===== config.mk =====
export PLATFORM = sky130hd
export DESIGN_NAME = pru_top
export DESIGN_NICKNAME = d
export VERILOG_FILES = /design/src/rtl/pru_pkg.sv /design/src/rtl/pru_apb_regs.sv /design/src/rtl/pru_raster_lane.sv /design/src/rtl/pru_scanout.sv /design/src/rtl/pru_top.sv
export VERILOG_INCLUDE_DIRS = /design/src /design/src/include
export SDC_FILE = /design/constraint.sdc
export NUM_CORES = 2
export LEC_CHECK = 0
export BUFFER_PORTS_ARGS = -buffer_cell sky130_fd_sc_hd__buf_2
export CELL_PAD_IN_SITES_DETAIL_PLACEMENT = 0
export CELL_PAD_IN_SITES_GLOBAL_PLACEMENT = 2
export CORE_MARGIN = 8
export CORE_UTILIZATION = 36
export CTS_BUF_LIST = sky130_fd_sc_hd__clkbuf_8 sky130_fd_sc_hd__clkbuf_16
export DETAILED_ROUTE_END_ITERATION = 6
export PLACE_DENSITY_LB_ADDON = 0.1
export SLEW_MARGIN = 20
export SYNTH_ARGS = -nofsm -noshare
export SYNTH_HDL_FRONTEND = slang
export SYNTH_SLANG_ARGS = --single-unit

===== constraint.sdc =====
create_clock -name clk -period 21.8 [get_ports clk]
set_input_delay 3.27 -clock clk [delete_from_list [all_inputs] [get_ports clk]]
set_output_delay 3.27 -clock clk [all_outputs]
set_load 0.01 [all_outputs]

===== src/include/pru_settings.svh =====
`ifndef PRU_SETTINGS_SVH
`define PRU_SETTINGS_SVH

// Grid geometry
`define PRU_GRID        32
`define PRU_LANES       4      // Also the column interleave
`define PRU_COORD_W     6      // Row, column and size fields, sign bit included

// Words per lane bank, GRID * GRID / LANES
`define PRU_BANK_DEPTH  256

// APB register map
`define PRU_ADDR_CTRL   8'h00
`define PRU_ADDR_SHAPE  8'h04
`define PRU_ADDR_ORIGIN 8'h08  // Column in [5:0], row in [13:8]
`define PRU_ADDR_PAL0   8'h10
`define PRU_ADDR_PAL1   8'h14
`define PRU_ADDR_PAL2   8'h18
`define PRU_ADDR_PAL3   8'h1C

`endif


===== src/rtl/pru_pkg.sv =====
`default_nettype none

`include "pru_settings.svh"

package pru_pkg;

    typedef enum logic [1:0] {
        KIND_RECT   = 2'd0,
        KIND_CIRCLE = 2'd1,
        KIND_CLEAR  = 2'd2  // Writes colour 0 over the whole grid
    } pru_kind_e;

    // Shape word, read as a rectangle or as a circle
    // Colour and kind sit in the low bits of both views
    typedef union packed {
        struct packed {
            logic [31-4-2*`PRU_COORD_W:0] pad;
            logic [`PRU_COORD_W-1:0]      width;
            logic [`PRU_COORD_W-1:0]      height;
            pru_kind_e                    kind;
            logic [1:0]                   colour;
        } rect;
        struct packed {
            logic [31-4-`PRU_COORD_W:0]   pad;
            logic [`PRU_COORD_W-1:0]      radius;
            pru_kind_e                    kind;
            logic [1:0]                   colour;
        } circ;
    } pru_shape_u;

    typedef enum logic [1:0] {
        LS_IDLE = 2'd0,
        LS_WALK = 2'd1,
        LS_DONE = 2'd2
    } pru_lane_state_e;

endpackage

`default_nettype wire


===== src/rtl/pru_apb_regs.sv =====
`default_nettype none

`include "pru_settings.svh"

module pru_apb_regs
    import pru_pkg::*;
(
    input  wire logic                     clk,
    input  wire logic                     rst_n,
    input  wire logic                     i_psel,
    input  wire logic                     i_penable,
    input  wire logic                     i_pwrite,
    input  wire logic [7:0]               i_paddr,
    input  wire logic [31:0]              i_pwdata,
    input  wire logic [`PRU_LANES-1:0]    i_lanes_done,
    output logic      [31:0]              o_prdata,
    output logic                          o_pslverr,
    output pru_shape_u                    o_shape,
    output logic      [`PRU_COORD_W-1:0]  o_row,
    output logic      [`PRU_COORD_W-1:0]  o_col,
    output logic                          o_go,
    output logic                          o_lane_ack,
    output logic      [29:0]              o_pal0,
    output logic      [29:0]              o_pal1,
    output logic      [29:0]              o_pal2,
    output logic      [29:0]              o_pal3
);

    localparam logic [29:0] PAL_GREY = {3{10'h200}};  // Mid grey on all channels

    pru_shape_u shape_q;
    logic       busy;
    logic       done;
    logic       init_q;     // Power-up clear still owed
    logic       mapped;
    logic       wr;
    logic       launch;

    assign wr     = i_psel & i_penable & i_pwrite & mapped;
    assign launch = !busy && (init_q || (wr && i_paddr == `PRU_ADDR_CTRL && i_pwdata[0]));

    assign o_lane_ack = busy & (&i_lanes_done);
    assign o_pslverr  = i_psel & i_penable & !mapped;

    // First walk after reset is always a clear
    always_comb begin
        o_shape = shape_q;
        if (init_q)
            o_shape.rect.kind = KIND_CLEAR;
    end

    always_comb begin
        mapped   = 1'b1;
        o_prdata = '0;
        case (i_paddr)
            `PRU_ADDR_CTRL:   o_prdata = {30'd0, done, busy};
            `PRU_ADDR_SHAPE:  o_prdata = shape_q;
            `PRU_ADDR_ORIGIN: o_prdata = (32'(o_row) << 8) | 32'(o_col);
            `PRU_ADDR_PAL0:   o_prdata = 32'(o_pal0);
            `PRU_ADDR_PAL1:   o_prdata = 32'(o_pal1);
            `PRU_ADDR_PAL2:   o_prdata = 32'(o_pal2);
            `PRU_ADDR_PAL3:   o_prdata = 32'(o_pal3);
            default:          mapped = 1'b0;
        endcase
    end

    // Draw control
    always_ff @(posedge clk or negedge rst_n) begin
        if (!rst_n) begin
            busy   <= 1'b0;
            done   <= 1'b0;
            init_q <= 1'b1;
            o_go   <= 1'b0;
        end else begin
            o_go <= launch;
            if (launch) begin
                busy <= 1'b1;
                done <= 1'b0;
            end else if (o_lane_ack) begin
                busy   <= 1'b0;
                done   <= !init_q;  // Power-up clear leaves done low
                init_q <= 1'b0;
            end
        end
    end

    // Shape and origin stay frozen while the lanes walk
    always_ff @(posedge clk or negedge rst_n) begin
        if (!rst_n) begin
            shape_q <= '0;
            o_row   <= '0;
            o_col   <= '0;
            o_pal0  <= PAL_GREY;
            o_pal1  <= PAL_GREY;
            o_pal2  <= PAL_GREY;
            o_pal3  <= PAL_GREY;
        end else if (wr) begin
            case (i_paddr)
                `PRU_ADDR_SHAPE: if (!busy) shape_q <= i_pwdata;
                `PRU_ADDR_ORIGIN: begin
                    if (!busy) begin
                        o_col <= i_pwdata[`PRU_COORD_W-1:0];
                        o_row <= i_pwdata[8 +: `PRU_COORD_W];
                    end
                end
                `PRU_ADDR_PAL0: o_pal0 <= i_pwdata[29:0];
                `PRU_ADDR_PAL1: o_pal1 <= i_pwdata[29:0];
                `PRU_ADDR_PAL2: o_pal2 <= i_pwdata[29:0];
                `PRU_ADDR_PAL3: o_pal3 <= i_pwdata[29:0];
                default: ;
            endcase
        end
    end

endmodule

`default_nettype wire


===== src/rtl/pru_raster_lane.sv =====
`default_nettype none

`include "pru_settings.svh"

module pru_raster_lane
    import pru_pkg::*;
#(
    parameter int LANE_IDX = 0
) (
    input  wire logic                     clk,
    input  wire logic                     rst_n,
    input  wire pru_shape_u               i_shape,
    input  wire logic [`PRU_COORD_W-1:0]  i_row,
    input  wire logic [`PRU_COORD_W-1:0]  i_col,
    input  wire logic                     i_go,
    input  wire logic                     i_ack,
    input  wire logic [7:0]               i_rd_addr,
    output logic                          o_lane_done,
    output logic      [1:0]               o_rd_data
);

    localparam int W    = `PRU_COORD_W + 2;       // Room for origin plus size
    localparam int LAST = `PRU_GRID - 1;
    localparam int RW   = $clog2(`PRU_GRID);

    pru_lane_state_e     state;
    logic signed [W-1:0] row0, col0, size_h, size_w, rad;
    logic signed [W-1:0] raw_top, raw_bot, raw_left, raw_right;
    logic signed [W-1:0] top, bottom, left, right, first_col;
    logic signed [W-1:0] cur_row, cur_col;
    logic signed [W-1:0] dr, dc;
    logic signed [2*W-1:0] dist2, rad2;
    logic [1:0]          lane_off;
    logic                empty, in_grid, covered, wr_en;
    logic [1:0]          wr_colour;
    logic [1:0]          bank [`PRU_BANK_DEPTH];

    assign row0   = W'($signed(i_row));
    assign col0   = W'($signed(i_col));
    assign size_h = W'(i_shape.rect.height);
    assign size_w = W'(i_shape.rect.width);
    assign rad    = W'(i_shape.circ.radius);

    // Bounding box of the shape before clipping
    always_comb begin
        case (i_shape.rect.kind)
            KIND_RECT: begin
                raw_top   = row0;
                raw_bot   = row0 + size_h - 1;
                raw_left  = col0;
                raw_right = col0 + size_w - 1;
            end
            KIND_CIRCLE: begin
                raw_top   = row0 - rad;
                raw_bot   = row0 + rad;
                raw_left  = col0 - rad;
                raw_right = col0 + rad;
            end
            KIND_CLEAR: begin
                raw_top   = '0;
                raw_bot   = W'(LAST);
                raw_left  = '0;
                raw_right = W'(LAST);
            end
            default: begin  // Unused kind draws nothing
                raw_top   = '0;
                raw_bot   = '1;
                raw_left  = '0;
                raw_right = '1;
            end
        endcase
    end

    // Clip to the grid, then find this lane's first column
    assign top       = (raw_top < 0) ? '0 : raw_top;
    assign bottom    = (raw_bot > LAST) ? W'(LAST) : raw_bot;
    assign left      = (raw_left < 0) ? '0 : raw_left;
    assign right     = (raw_right > LAST) ? W'(LAST) : raw_right;
    assign lane_off  = 2'(LANE_IDX) - left[1:0];
    assign first_col = left + W'(lane_off);
    assign empty     = (top > bottom) || (first_col > right);

    assign dr    = cur_row - row0;
    assign dc    = cur_col - col0;
    assign dist2 = dr * dr + dc * dc;
    assign rad2  = rad * rad;

    assign in_grid = cur_row >= 0 && cur_row <= LAST && cur_col >= 0 && cur_col <= LAST;

    always_comb begin
        case (i_shape.rect.kind)
            KIND_RECT:   covered = cur_row >= raw_top && cur_row <= raw_bot &&
                                   cur_col >= raw_left && cur_col <= raw_right;
            KIND_CIRCLE: covered = dist2 <= rad2;
            KIND_CLEAR:  covered = 1'b1;
            default:     covered = 1'b0;
        endcase
    end

    assign wr_en       = (state == LS_WALK) && in_grid && covered;
    assign wr_colour   = (i_shape.rect.kind == KIND_CLEAR) ? 2'd0 : i_shape.rect.colour;
    assign o_lane_done = (state == LS_DONE);

    // Walk the box row by row, one owned column per cycle
    always_ff @(posedge clk or negedge rst_n) begin
        if (!rst_n) begin
            state   <= LS_IDLE;
            cur_row <= '0;
            cur_col <= '0;
        end else begin
            case (state)
                LS_IDLE: begin
                    if (i_go) begin
                        cur_row <= top;
                        cur_col <= first_col;
                        state   <= empty ? LS_DONE : LS_WALK;
                    end
                end
                LS_WALK: begin
                    if (cur_col + `PRU_LANES <= right) begin
                        cur_col <= cur_col + `PRU_LANES;
                    end else if (cur_row < bottom) begin
                        cur_row <= cur_row + 1;
                        cur_col <= first_col;
                    end else begin
                        state <= LS_DONE;
                    end
                end
                LS_DONE: if (i_ack) state <= LS_IDLE;
                default: state <= LS_IDLE;
            endcase
        end
    end

    // Bank word holds row * 8 + column / 4
    always_ff @(posedge clk) begin
        if (wr_en)
            bank[{cur_row[RW-1:0], cur_col[RW-1:2]}] <= wr_colour;
        o_rd_data <= bank[i_rd_addr];
    end

endmodule

`default_nettype wire


===== src/rtl/pru_scanout.sv =====
`default_nettype none

`include "pru_settings.svh"

module pru_scanout (
    input  wire logic        clk,
    input  wire logic        rst_n,
    input  wire logic        i_scan_start,
    input  wire logic        i_pix_ready,
    input  wire logic [1:0]  i_rd_data0,
    input  wire logic [1:0]  i_rd_data1,
    input  wire logic [1:0]  i_rd_data2,
    input  wire logic [1:0]  i_rd_data3,
    input  wire logic [29:0] i_pal0,
    input  wire logic [29:0] i_pal1,
    input  wire logic [29:0] i_pal2,
    input  wire logic [29:0] i_pal3,
    output logic      [7:0]  o_rd_addr,
    output logic             o_pix_valid,
    output logic             o_pix_last,
    output logic      [9:0]  o_red,
    output logic      [9:0]  o_green,
    output logic      [9:0]  o_blue
);

    localparam int NPIX = `PRU_GRID * `PRU_GRID;
    localparam int CW   = $clog2(NPIX);
    localparam int SW   = $clog2(`PRU_LANES);

    logic [CW-1:0] cnt;         // Raster position, row in the high bits
    logic          running;
    logic          issue;
    logic          out_free;
    logic          s1_v, s1_last, skid_v, skid_last;
    logic [SW-1:0] s1_sel;
    logic [1:0]    idx;
    logic [29:0]   s1_rgb, skid_rgb;

    assign o_rd_addr = cnt[CW-1:SW];    // Column / 4 packed under the row
    assign out_free  = !o_pix_valid || i_pix_ready;
    // Only read when the word coming back has a place to land
    assign issue     = running && !skid_v && !(s1_v && !out_free);

    always_ff @(posedge clk or negedge rst_n) begin
        if (!rst_n) begin
            running <= 1'b0;
            cnt     <= '0;
        end else if (!running) begin
            if (i_scan_start) begin
                running <= 1'b1;
                cnt     <= '0;
            end
        end else if (issue) begin
            cnt <= cnt + 1'b1;
            if (cnt == CW'(NPIX - 1))
                running <= 1'b0;
        end
    end

    always_ff @(posedge clk or negedge rst_n) begin
        if (!rst_n) begin
            s1_v    <= 1'b0;
            s1_last <= 1'b0;
        end else begin
            s1_v    <= issue;
            s1_last <= issue && cnt == CW'(NPIX - 1);
        end
    end

    always_ff @(posedge clk)
        s1_sel <= cnt[SW-1:0];

    // Lane pick, then palette
    always_comb begin
        case (s1_sel)
            2'd0:    idx = i_rd_data0;
            2'd1:    idx = i_rd_data1;
            2'd2:    idx = i_rd_data2;
            default: idx = i_rd_data3;
        endcase
        case (idx)
            2'd0:    s1_rgb = i_pal0;
            2'd1:    s1_rgb = i_pal1;
            2'd2:    s1_rgb = i_pal2;
            default: s1_rgb = i_pal3;
        endcase
    end

    // Output register with a one-entry skid behind it
    always_ff @(posedge clk or negedge rst_n) begin
        if (!rst_n) begin
            o_pix_valid <= 1'b0;
            o_pix_last  <= 1'b0;
            skid_v      <= 1'b0;
            skid_last   <= 1'b0;
        end else if (out_free) begin
            if (skid_v) begin
                o_pix_valid <= 1'b1;
                o_pix_last  <= skid_last;
                skid_v      <= 1'b0;
            end else begin
                o_pix_valid <= s1_v;
                o_pix_last  <= s1_v && s1_last;
            end
        end else if (s1_v) begin
            skid_v    <= 1'b1;
            skid_last <= s1_last;
        end
    end

    always_ff @(posedge clk) begin
        if (out_free) begin
            if (skid_v)
                {o_red, o_green, o_blue} <= skid_rgb;
            else if (s1_v)
                {o_red, o_green, o_blue} <= s1_rgb;
        end else if (s1_v) begin
            skid_rgb <= s1_rgb;
        end
    end

endmodule

`default_nettype wire


===== src/rtl/pru_top.sv =====
`default_nettype none

`include "pru_settings.svh"

module pru_top
    import pru_pkg::*;
(
    input  wire logic        clk,
    input  wire logic        rst_n,
    input  wire logic        i_psel,
    input  wire logic        i_penable,
    input  wire logic        i_pwrite,
    input  wire logic [7:0]  i_paddr,
    input  wire logic [31:0] i_pwdata,
    output logic      [31:0] o_prdata,
    output logic             o_pslverr,
    input  wire logic        i_scan_start,
    output logic             o_pix_valid,
    input  wire logic        i_pix_ready,
    output logic             o_pix_last,
    output logic      [9:0]  o_red,
    output logic      [9:0]  o_green,
    output logic      [9:0]  o_blue
);

    pru_shape_u                shape;
    logic [`PRU_COORD_W-1:0]   row;
    logic [`PRU_COORD_W-1:0]   col;
    logic                      go;
    logic                      lane_ack;
    logic [`PRU_LANES-1:0]     lanes_done;
    logic [29:0]               pal0, pal1, pal2, pal3;
    logic [7:0]                rd_addr;
    logic [1:0]                rd_data [`PRU_LANES];

    pru_apb_regs u_regs (
        .clk          (clk),
        .rst_n        (rst_n),
        .i_psel       (i_psel),
        .i_penable    (i_penable),
        .i_pwrite     (i_pwrite),
        .i_paddr      (i_paddr),
        .i_pwdata     (i_pwdata),
        .i_lanes_done (lanes_done),
        .o_prdata     (o_prdata),
        .o_pslverr    (o_pslverr),
        .o_shape      (shape),
        .o_row        (row),
        .o_col        (col),
        .o_go         (go),
        .o_lane_ack   (lane_ack),
        .o_pal0       (pal0),
        .o_pal1       (pal1),
        .o_pal2       (pal2),
        .o_pal3       (pal3)
    );

    // Lane k owns columns k, k+4, k+8 ...
    for (genvar k = 0; k < `PRU_LANES; k++) begin : g_lane
        pru_raster_lane #(.LANE_IDX(k)) u_lane (
            .clk         (clk),
            .rst_n       (rst_n),
            .i_shape     (shape),
            .i_row       (row),
            .i_col       (col),
            .i_go        (go),
            .i_ack       (lane_ack),
            .i_rd_addr   (rd_addr),
            .o_lane_done (lanes_done[k]),
            .o_rd_data   (rd_data[k])
        );
    end

    pru_scanout u_scan (
        .clk          (clk),
        .rst_n        (rst_n),
        .i_scan_start (i_scan_start),
        .i_pix_ready  (i_pix_ready),
        .i_rd_data0   (rd_data[0]),
        .i_rd_data1   (rd_data[1]),
        .i_rd_data2   (rd_data[2]),
        .i_rd_data3   (rd_data[3]),
        .i_pal0       (pal0),
        .i_pal1       (pal1),
        .i_pal2       (pal2),
        .i_pal3       (pal3),
        .o_rd_addr    (rd_addr),
        .o_pix_valid  (o_pix_valid),
        .o_pix_last   (o_pix_last),
        .o_red        (o_red),
        .o_green      (o_green),
        .o_blue       (o_blue)
    );

endmodule

`default_nettype wire


==> impl_metrics.json <==
{
  "max_freq_mhz": 83.32,
  "cap_viol_max_count": 0,
  "routed_wirelength_um": 388000,
  "hold_viol": 0,
  "highest_layer": "met5",
  "cts_tree": "yes",
  "synth_edf_count": 2108,
  "grt_pass1_vias": 82850,
  "rows": 220,
  "antenna_found_initial": 17,
  "grt-ovfl-total": 0,
  "ant_nets": 0,
  "area_growth_pct": 11.71,
  "tightest_slew_ps": 1467,
  "min_path_type": "register to register",
  "nets": 10190,
  "cts.sinks": 2371,
  "multi_input_area_sq_um": 54950,
  "synthCells": 9015,
  "io_pins": 112,
  "fillers": 33210,
  "cts_root_buf": "clkbuf_16",
  "max_stage_delay_ps": 820,
  "holdBufCountCts": 0,
  "synth.most_common_cell": "edfxtp_1",
  "hold_depth": 0,
  "max-slew-margin-rel_pct": 2.185,
  "met3_length_um": 15970,
  "critPathMostFrequentCell": "fa_1",
  "path_class": "register to register",
  "synth_area_leaders": "edfxtp_1 (49%), mux4_2 (13%), fa_1 (7.3%)",
  "syn_nets": 10140,
  "required_ps": 22340,
  "fin_setup_tns_ps": 0,
  "worst_setup_path_end_kind": "register",
  "core_area_sq_um": 358700,
  "vias_per_cell": 5.523,
  "clk_pin_slew_ps": 60,
  "htree_levels": 5,
  "regArea_sq_um": 69870,
  "synthTopCellsByCount": "edfxtp_1 (2108), inv_1 (746), mux4_2 (722)",
  "die_area_sq_um": 379400,
  "drv_slew": 0,
  "setup_viol": 0,
  "drt_iter0_markers": 5839,
  "gp_congestion": 0.7981,
  "rsz0062_at_grt": "no",
  "min_period_over_period_pct": 55.05,
  "synth_flop_cell": "edfxtp_1",
  "seq_area_frac_synth_pct": 53.91,
  "ys_types": 100,
  "clkLatencyLatePin_ps": 900,
  "dp_hpwl_um": 254900,
  "route.met2.wl_um": 187500,
  "ctsResizeCount": 0,
  "grt_pass1_wl_um": 574600,
  "avgSynthCellArea_sq_um": 14.37,
  "grt_max_degree": 235,
  "synth_top_area_share_pct": 48.86,
  "grt_usage_pct": 20.07,
  "die_x_um": 615.9,
  "synthesis.area_sq_um": 129600,
  "start_util_pct": 36.12,
  "layout-drive-gt1-share_pct": 18.74,
  "finClkSkew_ps": 76.82,
  "cts_setup_buffers": 0,
  "synthArstFlopShare_pct": 10.67,
  "synth_seq_cells": 2371,
  "cts_buffer_depth": 4,
  "die_y_um": 615.9,
  "rr_worst_depth": 33,
  "start_kind": "register",
  "fin_crit_ps": 12000,
  "vias": 77660,
  "drc": 0,
  "outcome": "completed",
  "wl_met1_um": 175600,
  "arrival_ps": 12540,
  "drt-wirelength-per-cell_um": 27.59,
  "critPathSlowestCell": "xor2_1",
  "yosysTopAreaCell": "edfxtp_1",
  "crit_fanout": 202,
  "numPortBuffers": 111,
  "first_pass_iters": 5,
  "cts_buffers": 274,
  "yosysWarnings": 0
}
cell families after synthesis:
group                    share of synthesized area [%]
AND/OR/NAND/NOR                                  8.857
adder cells (fa/ha/maj)                          13.15
multiplexers                                     14.63
XOR/XNOR                                         1.636
AO/OA/AOI/OAI                                    3.957
buffers and inverters                            3.861
flip-flops                                       53.91
worst paths after layout:
check,end,startpoint,slack [ps]
setup / recovery,g_lane[3].u_lane.bank[5][1]$_DFFE_PP_,u_regs.o_col[1]$_DFFE_PN0P_,9800
hold / removal,u_scan.s1_sel[1]$_DFF_P_,u_scan.cnt[1]$_DFFE_PN0P_,470
setup reg to reg,g_lane[3].u_lane.bank[5][1]$_DFFE_PP_,u_regs.o_col[1]$_DFFE_PN0P_,9800
hold reg to reg,u_scan.s1_sel[1]$_DFF_P_,u_scan.cnt[1]$_DFFE_PN0P_,470
max in group asynchronous,g_lane[0].u_lane.cur_row[6]$_DFFE_PN0P_,rst_n,17170
min in group asynchronous,u_scan.skid_v$_DFFE_PN0P_,rst_n,2420
state kept, by name, summed over array words and instances, names as in the netlist, 6 cells and up:
name / count
u_regs.o_row: 6
u_regs.o_col: 6
u_scan.o_green: 10
u_regs.o_pal1: 30
u_scan.cnt: 10
g_lane.u_lane.bank: 2048
u_scan.skid_rgb: 30
u_regs.shape_q: 32
g_lane.u_lane.cur_col: 28
g_lane.u_lane.o_rd_data: 8
g_lane.u_lane.state: 8
g_lane.u_lane.cur_row: 32
u_regs.o_pal0: 30
u_regs.o_pal3: 30
u_regs.o_pal2: 30
u_scan.o_red: 10
u_scan.o_blue: 10
final cells by class:
type	instances	share of cell area, %
Multi-Input combinational cell	5354	37.97
Antenna cell	5	0.008645
Tap cell	4773	4.126
Sequential cell	2371	48.28
Timing Repair Buffer	310	1.518
Inverter	754	1.955
Clock inverter	212	1.286
Clock buffer	283	4.862
layer usage:
metal	GRT usage [%]	up-vias
met2	33.42	1798
met1	28.25	41000
met5	0	-
met4	4.415	2
met3	2.466	465
li1	-	34400
metrics by stage:
step                std cells  area, sq um  util (%)  hold WS (ps)  setup slack [ps]
global placement        13560       135800     37.87         442.7             10070
detailed placement      13560       135800     37.87         450.6             10140
CTS                     14060       144700     40.35         465.8              9990
floorplan                9015       129600         -         410.9              5136
finish                  14060       144700     40.35         472.1              9799
global route            14060       144700     40.35         473.1              9361
placed cells by master (no fill, tap or decap), types with 214 or more instances in the layout:
cell type,n
nor2_1,567
nor3_1,313
edfxtp_1,2108
inv_1,796
mux2_2,214
nor4_1,528
nand2_1,421
fa_1,475
mux4_2,722
clkbuf_16,279
ha_1,602
dfrtp_1,233
worst max-delay path: cells and delay by family, from the launching register on:
family	cells	cell delay [ps]
AO/OA/AOI/OAI	6	1050
XOR/XNOR	2	890
adder cells (fa/ha/maj)	9	3860
buffers and inverters	6	1570
flip-flops	1	690
AND/OR/NAND/NOR	10	2950
Power is left out: the tool's default activity adds up to more than one toggle a clock period on the data nets, which glitch-free logic cannot reach.
